===== config.mk =====
export PLATFORM = sky130hd
export DESIGN_NAME = memoryGame
export DESIGN_NICKNAME = d
export VERILOG_FILES = /design/src/controlPkg.sv /design/src/playPkg.sv /design/src/gameTimers.sv /design/src/sequenceMemory.sv /design/src/gameController.sv /design/src/memoryGame.sv
export VERILOG_INCLUDE_DIRS = /design/src /design/src/src
export SDC_FILE = /design/constraint.sdc
export NUM_CORES = 1
export LEC_CHECK = 0
export BUFFER_PORTS_ARGS = -buffer_cell sky130_fd_sc_hd__buf_2
export CAP_MARGIN = 20
export CORE_UTILIZATION = 54
export CTS_CLUSTER_SIZE = 8
export DETAILED_ROUTE_END_ITERATION = 8
export GPL_TIMING_DRIVEN = 0
export PLACE_DENSITY = 0.78
export SLEW_MARGIN = 5
export SYNTH_ARGS = -nofsm -noshare
export SYNTH_HDL_FRONTEND = slang
export SYNTH_SLANG_ARGS = --single-unit

===== constraint.sdc =====
create_clock -name clock -period 1.95 [get_ports clock]
set_input_delay 0.39 -clock clock [delete_from_list [all_inputs] [get_ports clock]]
set_output_delay 0.39 -clock clock [all_outputs]
set_load 0.1 [all_outputs]

===== src/memoryGame_macros.svh =====
//--------------------------------------------------
// Sizes and timer lengths for the memory game.
// DISPLAY_TICKS and REPLY_TICKS must be even, ROUNDS a power of two.
//--------------------------------------------------
`ifndef MEMORYGAME_MACROS_SVH
`define MEMORYGAME_MACROS_SVH

// Sequence memory geometry
`define ADDR_BITS     3
`define ROUNDS        8

// One bit per LED and per button
`define SYMBOL_BITS   4

// Cycles in one display period, middle flag at half
`define DISPLAY_TICKS 8

// Reply timeout at the long level, the short level uses half
`define REPLY_TICKS   64

`endif


===== src/controlPkg.sv =====
//--------------------------------------------------
// Controller state and the strobe/status bundles
// between controller and datapath.
//--------------------------------------------------
package controlPkg;

    typedef enum logic [4:0] {
        idle        = 5'h00,
        setup       = 5'h01,
        roundStart  = 5'h02,
        show        = 5'h03,
        showWait    = 5'h04,
        showNext    = 5'h05,
        replyStart  = 5'h06,
        replyWait   = 5'h07,
        capture     = 5'h08,
        compare     = 5'h09,
        won         = 5'h0A,
        nextReply   = 5'h0B,
        recordWrite = 5'h0C,
        showBlank   = 5'h0D,
        lost        = 5'h0E,
        timedOut    = 5'h0F,
        recordWait  = 5'h10,
        recordStep  = 5'h11,
        recordShow  = 5'h12,
        nextRound   = 5'h13
    } gameState;

    // Commands from the controller, all decoded from state
    typedef struct packed {
        logic clearAddress;
        logic countAddress;
        logic clearRound;
        logic countRound;
        logic clearDisplay;
        logic runDisplay;
        logic clearReply;
        logic runReply;
        logic capturePlay;
        logic clearPlay;
        logic latchLevels;
        logic writeMemory;
    } controlStrobes;

    // Timer fields come from gameTimers, the rest from sequenceMemory
    typedef struct packed {
        logic displayMid;
        logic displayEnd;
        logic replyMid;
        logic replyEnd;
        logic replyExpired;
        logic addressAtRound;
        logic roundsHalf;
        logic roundsFull;
        logic roundsDone;
        logic pressed;
        logic playCorrect;
        logic recordMode;
    } statusFlags;

endpackage


===== src/playPkg.sv =====
//--------------------------------------------------
// Player-facing types: symbols, levels and outputs.
//--------------------------------------------------
`include "memoryGame_macros.svh"

package playPkg;

    // One-hot symbol, one bit per LED or button
    typedef logic [`SYMBOL_BITS-1:0] symbol;

    // Short game stops at half the rounds
    typedef enum logic {
        shortGame = 1'b0,
        fullGame  = 1'b1
    } roundLevel;

    // Short reply times out at the middle flag
    typedef enum logic {
        longReply  = 1'b0,
        shortReply = 1'b1
    } timeLevel;

    typedef struct packed {
        logic showMemory;
        logic showPlay;
        logic beep;
        logic won;
        logic lost;
        logic ready;
        logic playerTurn;
        logic newPlay;
        logic timedOut;
    } playerView;

endpackage


===== src/gameTimers.sv =====
//--------------------------------------------------
// Display period timer (wraps) and reply timeout (saturates).
// Clears win over run; flags are valid in the matching cycle.
//--------------------------------------------------
`include "memoryGame_macros.svh"

module gameTimers
    import controlPkg::*, playPkg::*;
(
    input  logic          clock,
    input  logic          reset,
    input  controlStrobes strobes,
    input  timeLevel      replyLevel,
    output statusFlags    flags
);

    localparam int displayBits = $clog2(`DISPLAY_TICKS);
    localparam int replyBits   = $clog2(`REPLY_TICKS);

    logic [displayBits-1:0] displayCount;
    logic [replyBits-1:0]   replyCount;
    logic                   displayMid;
    logic                   displayEnd;
    logic                   replyMid;
    logic                   replyEnd;

    //--------------------------------------------------
    // Counters
    //--------------------------------------------------
    // Display count restarts after the end so showBlank can wait a half period
    always_ff @(posedge clock or posedge reset) begin
        if (reset) begin
            displayCount <= '0;
        end else if (strobes.clearDisplay) begin
            displayCount <= '0;
        end else if (strobes.runDisplay) begin
            displayCount <= displayEnd ? '0 : displayCount + 1'b1;
        end
    end

    // Holds at the last tick until cleared
    always_ff @(posedge clock or posedge reset) begin
        if (reset) begin
            replyCount <= '0;
        end else if (strobes.clearReply) begin
            replyCount <= '0;
        end else if (strobes.runReply && !replyEnd) begin
            replyCount <= replyCount + 1'b1;
        end
    end

    //--------------------------------------------------
    // Flags
    //--------------------------------------------------
    assign displayMid = (displayCount == displayBits'(`DISPLAY_TICKS / 2 - 1));
    assign displayEnd = (displayCount == displayBits'(`DISPLAY_TICKS - 1));
    assign replyMid   = (replyCount == replyBits'(`REPLY_TICKS / 2 - 1));
    assign replyEnd   = (replyCount == replyBits'(`REPLY_TICKS - 1));

    always_comb begin
        flags              = '0;
        flags.displayMid   = displayMid;
        flags.displayEnd   = displayEnd;
        flags.replyMid     = replyMid;
        flags.replyEnd     = replyEnd;
        // Selected by the level latched at setup
        flags.replyExpired = (replyLevel == shortReply) ? replyMid : replyEnd;
    end

endmodule


===== src/sequenceMemory.sv =====
//--------------------------------------------------
// Counters, sequence memory and play register. Buttons are
// assumed synchronous; reset loads entry i with bit (i mod 4).
//--------------------------------------------------
`include "memoryGame_macros.svh"

module sequenceMemory
    import controlPkg::*, playPkg::*;
(
    input  logic          clock,
    input  logic          reset,
    input  controlStrobes strobes,
    input  symbol         buttons,
    input  roundLevel     roundSelect,
    input  timeLevel      timeSelect,
    input  logic          recordMode,
    input  logic          showMemory,
    input  logic          showPlay,
    output symbol         leds,
    output timeLevel      replyLevel,
    output statusFlags    flags
);

    logic [`ADDR_BITS-1:0] address;
    logic [`ADDR_BITS-1:0] round;
    symbol                 memory [`ROUNDS];
    symbol                 play;
    roundLevel             roundLatched;
    logic                  recordLatched;
    logic                  anyHeld;

    //--------------------------------------------------
    // Counters and level latches
    //--------------------------------------------------
    always_ff @(posedge clock or posedge reset) begin
        if (reset) begin
            address       <= '0;
            round         <= '0;
            roundLatched  <= shortGame;
            replyLevel    <= longReply;
            recordLatched <= 1'b0;
            anyHeld       <= 1'b0;
        end else begin
            if (strobes.clearAddress) begin
                address <= '0;
            end else if (strobes.countAddress) begin
                address <= address + 1'b1;
            end
            if (strobes.clearRound) begin
                round <= '0;
            end else if (strobes.countRound) begin
                round <= round + 1'b1;
            end
            if (strobes.latchLevels) begin
                roundLatched  <= roundSelect;
                replyLevel    <= timeSelect;
                recordLatched <= recordMode;
            end
            anyHeld <= |buttons;
        end
    end

    // Sequence memory, fixed pattern after reset
    always_ff @(posedge clock or posedge reset) begin
        if (reset) begin
            for (int i = 0; i < `ROUNDS; i++) begin
                memory[i] <= symbol'(1 << (i % `SYMBOL_BITS));
            end
        end else if (strobes.writeMemory) begin
            memory[address] <= buttons;
        end
    end

    always_ff @(posedge clock or posedge reset) begin
        if (reset) begin
            play <= '0;
        end else if (strobes.clearPlay) begin
            play <= '0;
        end else if (strobes.capturePlay) begin
            play <= buttons;
        end
    end

    //--------------------------------------------------
    // Outputs
    //--------------------------------------------------
    assign leds = showMemory ? memory[address] : (showPlay ? play : '0);

    always_comb begin
        flags                = '0;
        flags.addressAtRound = (address == round);
        flags.roundsHalf     = (round == `ADDR_BITS'(`ROUNDS / 2 - 1));
        flags.roundsFull     = (round == `ADDR_BITS'(`ROUNDS - 1));
        flags.roundsDone     = (roundLatched == shortGame) ? flags.roundsHalf
                                                           : flags.roundsFull;
        // First cycle of a press only
        flags.pressed        = (|buttons) && !anyHeld;
        flags.playCorrect    = (play == memory[address]);
        flags.recordMode     = recordLatched;
    end

endmodule


===== src/gameController.sv =====
//--------------------------------------------------
// Moore FSM of the memory game. Outputs depend on the
// current state only; levels arrive pre-selected in status.
//--------------------------------------------------
module gameController
    import controlPkg::*, playPkg::*;
(
    input  logic          clock,
    input  logic          reset,
    input  logic          start,
    input  statusFlags    status,
    output controlStrobes strobes,
    output playerView     view,
    output gameState      stateCode
);

    gameState state;
    gameState nextState;

    assign stateCode = state;

    always_ff @(posedge clock or posedge reset) begin
        if (reset) begin
            state <= idle;
        end else begin
            state <= nextState;
        end
    end

    //--------------------------------------------------
    // Next state
    //--------------------------------------------------
    always_comb begin
        nextState = state;
        unique case (state)
            idle:        if (start) nextState = setup;
            setup:       nextState = roundStart;
            roundStart:  if (status.displayMid) nextState = show;
            show:        nextState = showWait;
            showWait: begin
                if (status.displayEnd) begin
                    nextState = status.addressAtRound ? replyStart : showBlank;
                end
            end
            showBlank:   if (status.displayMid) nextState = showNext;
            showNext:    nextState = show;
            replyStart:  nextState = replyWait;
            replyWait: begin
                // Timeout wins over a press in the same cycle
                if (status.replyExpired) begin
                    nextState = timedOut;
                end else if (status.pressed) begin
                    nextState = capture;
                end
            end
            capture:     nextState = compare;
            compare: begin
                if (status.displayMid) begin
                    if (!status.playCorrect) begin
                        nextState = lost;
                    end else if (!status.addressAtRound) begin
                        nextState = nextReply;
                    end else if (status.roundsDone) begin
                        nextState = won;
                    end else begin
                        nextState = status.recordMode ? recordStep : nextRound;
                    end
                end
            end
            nextReply:   nextState = replyWait;
            nextRound:   nextState = roundStart;
            recordStep:  nextState = recordWait;
            recordWait:  if (status.pressed) nextState = recordWrite;
            recordWrite: nextState = recordShow;
            recordShow:  if (status.displayMid) nextState = replyStart;
            won, lost, timedOut: begin
                if (start) nextState = setup;
            end
            default:     nextState = idle;
        endcase
    end

    //--------------------------------------------------
    // Moore outputs
    //--------------------------------------------------
    always_comb begin
        strobes = '0;
        view    = '0;
        unique case (state)
            setup: begin
                strobes.clearRound   = 1'b1;
                strobes.clearDisplay = 1'b1;
                strobes.clearReply   = 1'b1;
                strobes.clearPlay    = 1'b1;
                strobes.latchLevels  = 1'b1;
            end
            roundStart: begin
                strobes.clearAddress = 1'b1;
                strobes.runDisplay   = 1'b1;
            end
            show: begin
                strobes.clearDisplay = 1'b1;
            end
            showWait: begin
                strobes.runDisplay = 1'b1;
                view.showMemory    = 1'b1;
                view.beep          = 1'b1;
            end
            showBlank: begin
                strobes.runDisplay = 1'b1;
            end
            showNext: begin
                strobes.countAddress = 1'b1;
            end
            replyStart: begin
                strobes.clearAddress = 1'b1;
                strobes.clearDisplay = 1'b1;
                strobes.clearReply   = 1'b1;
            end
            replyWait: begin
                strobes.runReply = 1'b1;
                view.playerTurn  = 1'b1;
            end
            capture: begin
                strobes.capturePlay  = 1'b1;
                strobes.clearDisplay = 1'b1;
            end
            compare: begin
                strobes.runDisplay = 1'b1;
                view.showPlay      = 1'b1;
                view.beep          = 1'b1;
            end
            nextReply: begin
                strobes.countAddress = 1'b1;
                strobes.clearDisplay = 1'b1;
                strobes.clearReply   = 1'b1;
            end
            nextRound: begin
                strobes.countRound   = 1'b1;
                strobes.clearDisplay = 1'b1;
            end
            // New entry goes one past the last address of the round
            recordStep: begin
                strobes.countAddress = 1'b1;
            end
            recordWait: begin
                view.newPlay = 1'b1;
            end
            recordWrite: begin
                strobes.writeMemory  = 1'b1;
                strobes.capturePlay  = 1'b1;
                strobes.countRound   = 1'b1;
                strobes.clearDisplay = 1'b1;
            end
            recordShow: begin
                strobes.runDisplay = 1'b1;
                view.showMemory    = 1'b1;
                view.beep          = 1'b1;
            end
            won: begin
                view.won   = 1'b1;
                view.ready = 1'b1;
            end
            lost: begin
                view.lost  = 1'b1;
                view.ready = 1'b1;
            end
            timedOut: begin
                view.lost     = 1'b1;
                view.timedOut = 1'b1;
                view.ready    = 1'b1;
            end
            default: begin
                strobes = '0;
            end
        endcase
    end

endmodule


===== src/memoryGame.sv =====
//--------------------------------------------------
// Memory game top. Status bundles from the timers and the
// datapath are merged by OR, each drives its own fields.
//--------------------------------------------------
module memoryGame
    import controlPkg::*, playPkg::*;
(
    input  logic      clock,
    input  logic      reset,
    input  logic      start,
    input  symbol     buttons,
    input  roundLevel roundSelect,
    input  timeLevel  timeSelect,
    input  logic      recordMode,
    output symbol     leds,
    output playerView view,
    output gameState  stateCode
);

    controlStrobes strobes;
    statusFlags    status;
    statusFlags    timerFlags;
    statusFlags    dataFlags;
    timeLevel      replyLevel;

    assign status = timerFlags | dataFlags;

    gameController controller (
        .clock     (clock),
        .reset     (reset),
        .start     (start),
        .status    (status),
        .strobes   (strobes),
        .view      (view),
        .stateCode (stateCode)
    );

    gameTimers timers (
        .clock      (clock),
        .reset      (reset),
        .strobes    (strobes),
        .replyLevel (replyLevel),
        .flags      (timerFlags)
    );

    sequenceMemory datapath (
        .clock       (clock),
        .reset       (reset),
        .strobes     (strobes),
        .buttons     (buttons),
        .roundSelect (roundSelect),
        .timeSelect  (timeSelect),
        .recordMode  (recordMode),
        .showMemory  (view.showMemory),
        .showPlay    (view.showPlay),
        .leds        (leds),
        .replyLevel  (replyLevel),
        .flags       (dataFlags)
    );

endmodule


* After elaboration in Yosys (flattened, before gate mapping)
Cells that the tools add are included.
Storage, ports and cells: register bits after elaboration 60, input port bits 10, output and inout port bits 18, word-level logic and storage cells 143
Cells by class: $add $sub $neg 4, order comparisons 2, equality and inequality tests 35, multiplexer cells 55, bitwise gates (word level) 2, reductions and logical operators 27
Operators with widths (count):
- one-hot mux 5 bit (15 select lines) | 1
- 2-to-1 mux 5 bit | 12
- == test 5 x 4 -> 1 bit (second input constant) | 8
- bitwise mux 32 bit | 1
- 2-to-1 mux 4 bit | 8
- 2-to-1 mux 3 bit | 7
- == test 5 x 3 -> 1 bit (second input constant) | 4
- == test 5 bit (second input constant) | 4
- 2-to-1 mux 1 bit | 20
- != test 2 x 1 -> 1 bit (second input constant) | 7
- OR reduction 2 bit | 7
- binary-select mux 4 bit (select 3 bit) | 1
- demux 4 bit (select 3 bit) | 1
- 2-to-1 mux 6 bit | 2
- bitwise OR 12 x 7 -> 12 bit | 1
- OR reduction 3 bit | 4
- == test 5 x 2 -> 1 bit (second input constant) | 2
- nonzero test 2 bit | 5
- adder 3 x 1 -> 3 bit (second input constant) | 3
- AND reduction 8 bit | 1
- OR reduction 4 bit | 2
- OR reduction 7 bit | 1
- adder 6 x 1 -> 6 bit (second input constant) | 1
- == test 3 x 2 -> 1 bit (second input constant) | 2
- other kinds (15) | 20

* Depth between registers and ports, before layout
word-level depth 12, gate-level depth with buffers 9, depth with buffers taken out 7

* Modules after synthesis
From an unflattened synthesis, not the netlist that was laid out.
Second synthesis, totals: cells, all modules 391, area total of the unflattened synthesis 4003.8 um^2
Modules (own cells, without submodules):
- sequenceMemory | instances 1, cells each 183, area each 2376.0 um^2, sequential area each 1161.1 um^2
- gameController | instances 1, cells each 122, area each 883.3 um^2, sequential area each 125.1 um^2
- gameTimers | instances 1, cells each 74, area each 669.4 um^2, sequential area each 225.2 um^2
- memoryGame | instances 1, cells each 12, area each 75.1 um^2, sequential area each 0.0 um^2

* Least setup slack after synthesis
No wires, ideal clock.
path kind register to output, start reg controller.state[1], in the netlist controller.stateCode[1], end out leds[0], arrival time 3.940 ns, required time 1.560 ns, slack -2.380 ns, cell stages (with the launch flop) 7, path buffers 2, cell sequence dfrtp_1 > buf_2 > clkbuf_1 > nand2_1 > o21ai_0 > nand2_1 > o21ai_0
Between the ends: longest elaborated chain between the ends 4, elaborated cells on any way between the ends 8, classes of those cells eq/ne (3); mux (4); reduce/logical (1)
Ends and longest elaborated chain:
- from (decl) | RTL line gameController.sv:17 | gameState state;
- from (signal assigned) | RTL line gameController.sv:24 | state <= idle;
- from (signal assigned) | RTL line gameController.sv:26 | state <= nextState;
- == test 5 x 4 -> 1 bit (tied with other cells) | RTL line gameController.sv:89 | unique case (state)
- 2-to-1 mux 1 bit or OR reduction 2 bit (tied branches)
- 2-to-1 mux 4 bit or 2-to-1 mux 1 bit (tied branches) | RTL line sequenceMemory.sv:87, gameController.sv:89
- 2-to-1 mux 4 bit * | RTL line sequenceMemory.sv:87 | assign leds = showMemory ? memory[address] : (showPlay ? play : '0);
- to (decl) | RTL line memoryGame.sv:15 | output symbol leds,
Every way passes the cells marked *; elsewhere a longest branch is shown, timed or not.

* Worst setup path after layout
start reg datapath.address[0], end out leds[3]
Between the ends: longest elaborated chain between the ends 5
Ends and longest elaborated chain:
- from (decl) | RTL line sequenceMemory.sv:24 | logic [`ADDR_BITS-1:0] address;
- from (signal assigned) | RTL line sequenceMemory.sv:47 | address <= address + 1'b1;
- inverter 3 -> 4 bit (not written as such) | RTL line sequenceMemory.sv:87
- binary-select mux 4 bit (select 3 bit) | RTL line sequenceMemory.sv:87
- 2-to-1 mux 4 bit (not written as such) (2 in series) | RTL line sequenceMemory.sv:87
- 2-to-1 mux 4 bit | RTL line sequenceMemory.sv:87
No other way between the ends. The select of a mux whose other input is x is not followed.

==> flow_metrics.env <==
export IMPL_gp_congestion=0.905
export IMPL_post_route_util_pct=86.1
export IMPL_worstRegToRegCells=9
export IMPL_critical_path_max_stage_delay_ns=0.44
export IMPL_clkLatencyLatePin_ns=0.35
export IMPL_worstPathArrival_ns=2.01
export IMPL_crit_path_frequent_cell="buf_12"
export IMPL_relSlewSlack_pct=48.2
export IMPL_cp_num_buf_inv=3
export IMPL_layout_drive_gt1_share_pct=56.7
export IMPL_grt_max_degree=41
export IMPL_area_delta_synth_final_pct=52.8
export IMPL_synth_area_leaders="dfrtp_1 (36%), mux2_2 (10%), dfstp_2 (5.8%)"
export IMPL_vias_per_cell=6.47
export IMPL_fin_total_pwr_mw=7.89
export IMPL_cts_tree="built"
export IMPL_cts_root_buf="clkbuf_8"
export IMPL_synthCells=348
export IMPL_drc_errors=4
export IMPL_postRouteAntennaNets=0
export IMPL_criticalPathCategory="flop to output pin"
export IMPL_ys_seq_area_share_pct=41.7
export IMPL_clock_tree_buffer_depth=2
export IMPL_core_sq_um=6420
export IMPL_postSynth_asyncResetShare_pct=100
export IMPL_syn_avg_cell_area_sq_um=10.4
export IMPL_r2r_slack_ns=-0.39
export IMPL_die_x_um=83.9
export IMPL_wl_per_cell_um=23.5
export IMPL_grt_usage_pct=32.6
export IMPL_htreeDepth=3
export IMPL_die_y_um=83.9
export IMPL_clk_pin_slew_ns=0.07
export IMPL_holdBufCountCts=0
export IMPL_setup_viol=55
export IMPL_start_util_pct=56.4
export IMPL_setup_ws_ns=-0.455
export IMPL_powerDensity_nw_per_um2=1430
export IMPL_worst_pin_slew_ns=0.769
export IMPL_synth_top_area_share_pct=35.9
export IMPL_synth_edf_count=0
export IMPL_timing_rr_end="controller.stateCode[2]$_DFFE_PP0P_"
export IMPL_path_depth=7
export IMPL_drtPass1Iterations=9
export IMPL_wl_um=12600
export IMPL_cpLargestDelayFamily="buffers and inverters"
export IMPL_cap_viol_max_count=0
export IMPL_clock_skew_ns=0.0122
export IMPL_n_fill_cell=295
export IMPL_critical_path_slowest_cell="dfrtp_1"
export IMPL_end_kind="output pin"
export IMPL_ios=28
export IMPL_critPathLaunchType="flop"
export IMPL_antenna_cells=0
export IMPL_die_area_sq_um=7040
export IMPL_synthesis_area_sq_um=3620
export IMPL_period_share_pct=123
export IMPL_p_leak_nw=2.42
export IMPL_ys_types=62
export IMPL_hold_path_class="primary input to async pin"
export IMPL_ys_warn_count=0
export IMPL_dp_cells=449
export IMPL_rows=29
export IMPL_antenna_found_initial=0
export IMPL_fmax_mhz=416
export IMPL_cp_required_ns=1.56
export IMPL_worstSetupStartpoint="datapath.address[0]$_DFFE_PP0P_"
export IMPL_r2r_start="datapath.address[0]$_DFFE_PP0P_"
export IMPL_path_cells="buf_6 -> buf_12 -> mux2i_4 -> o2bb2ai_2 -> a221oi_4 -> o21ai_4 -> buf_12"
export IMPL_failed_checks="design-rule violations, negative setup slack"
export IMPL_post_place_ws_ns=-0.510
export IMPL_synth_flop_cell="dfrtp_1"
export IMPL_rsz0062_at_grt="yes"
export IMPL_hold_viol=0
export IMPL_io_buffers=23
export IMPL_via_count=3476
export IMPL_cts_buffers=9
export IMPL_peakVddDrop_uv=1020
export IMPL_finalCriticalPeriod_ns=2.40
export IMPL_overflow=0
export IMPL_yosys_register_bits=60
export IMPL_critPathMaxFanout=6
export IMPL_final_cells=537
export IMPL_outcome="finished with violations"
export IMPL_syn_nets=366
export IMPL_hpwl_um=6150
export IMPL_fin_nets=474
export IMPL_maxSlewViolCount=0
export IMPL_synth_top_cell_by_area="dfrtp_1"
export IMPL_clock_sinks=60
export IMPL_fin_setup_tns_ns=-10.98
export IMPL_grt_pass1_vias=3448
export IMPL_drt_first_iter_violations=267
export IMPL_crit_end="leds[3]"
export IMPL_grt_pass1_wl_um=17500
## cell families (layout without fill, tap and decap cells)
kind of cell	after synthesis	in the layout	share of synthesized area, %
XOR/XNOR	16	16	3.87
AND/OR/NAND/NOR	116	116	16.1
multiplexers	58	58	18.1
adder cells (fa/ha/maj)	8	8	2.76
flip-flops	60	60	41.7
AO/OA/AOI/OAI	58	58	12.6
buffers and inverters	32	144	4.80
## how the worst min path moves through the flow
stage | start | to | slack (ns) | cells after the start
6_report | reset | datapath.memory[29]$_DFFE_PP0P_ | 0.05 | 2
5_1_grt | reset | timers.replyCount[1]$_DFFE_PP0P_ | 0.11 | 2
4_1_cts | reset | datapath.memory[29]$_DFFE_PP0P_ | 0.07 | 2
3_5_place_dp | reset | datapath.memory[29]$_DFFE_PP0P_ | 0.44 | 2
3_3_place_gp | datapath.memory[10]$_DFFE_PP0P_ | datapath.memory[10]$_DFFE_PP0P_ | 0.48 | 1
2_1_floorplan | datapath.recordLatched$_DFFE_PP0P_ | datapath.recordLatched$_DFFE_PP0P_ | 0.44 | 2
## cells in the final DEF (no fill, tap or decap), drive strengths merged, types with 6 or more instances in the layout
cell type and count:
mux2i 17, nor2 28, nand2 43, buf 110, nor2b 6, ha 8, dfstp 8, xor2 12
nor3 11, a21oi 7, o21ai 11, mux2 39, clkbuf 21, inv 10, dfrtp 52
## per-stage QoR
step | hold slack [ns] | area [sq um]
after detailed placement | 0.444 | 4040
after global routing | 0.106 | 5530
after floorplan | 0.440 | 3810
final | 0.0534 | 5530
after global placement | 0.476 | 4020
after CTS | 0.0738 | 5160
## worst register-to-register path: cells and delay by family, from the launching register on
kind,cells,cell delay (ns)
multiplexers,1,0.27
buffers and inverters,3,0.50
AND/OR/NAND/NOR,1,0.31
XOR/XNOR,1,0.16
AO/OA/AOI/OAI,3,0.51
flip-flops,1,0.44
## power breakdown
group          total (mW)  switching (mW)  internal, mW
Clock                1.04           0.489         0.554
Sequential           1.72           0.215          1.51
Combinational        5.12            2.92          2.20
Total                7.89            3.62          4.27
## state kept, by name, indices dropped and copies added (netlist names)
signal / count
timers.displayCount: 3
datapath.play: 4
datapath.replyLevel: 1
datapath.memory: 32
timers.replyCount: 6
datapath.round: 3
controller.stateCode: 5
datapath.address: 3
datapath.anyHeld: 1
datapath.recordLatched: 1
datapath.roundLatched: 1
## synth_stat cells, drive strengths merged (2+ instances only)
cell     instances
o2bb2ai          3
a221o            2
nand2b           2
nor2b            6
clkbuf           5
xnor2            4
a22oi            3
nand3            5
o31ai            3
ha               8
a221oi           4
a31oi            3
a2bb2oi          2
o21ai           11
nand2           43
o22ai            3
mux4             2
nor2            28
a41oi            2
dfrtp           52
nor4             3
nor3            11
dfstp            8
xor2            12
a211oi           5
a21o             2
mux2            39
mux2i           17
buf             16
and4             4
inv             11
and3             4
and3b            2
o211ai           2
a2111oi          2
a21oi            7
## repair_timing
action                                  in CTS  in global routing
endpoints found under the setup margin      44                 45
buffers inserted                            51                 27
pin swaps                                   27                 26
resized for setup                          142                 40
cloned                                       1                  2
## routing by layer
metal | GRT usage [%] | vias up | wire, um
li1 | - | 1470 | -
met1 | 35.9 | 1719 | 4490
met2 | 58.6 | 214 | 6720
met3 | 5.04 | 73 | 734
met4 | 20.2 | 0 | 682
met5 | 0 | - | 0
## layout make-up
class	count	area [sq um]	share of cell area [%]
Multi-Input combinational cell	256	2450	44.3
Clock inverter	2	10.0	0.181
Tap cell	77	96.3	1.74
Clock buffer	13	169	3.05
Timing Repair Buffer	100	1030	18.6
Buffer	18	211	3.82
Sequential cell	60	1520	27.4
Inverter	11	50.0	0.905
(Power assumes the default switching activity.)
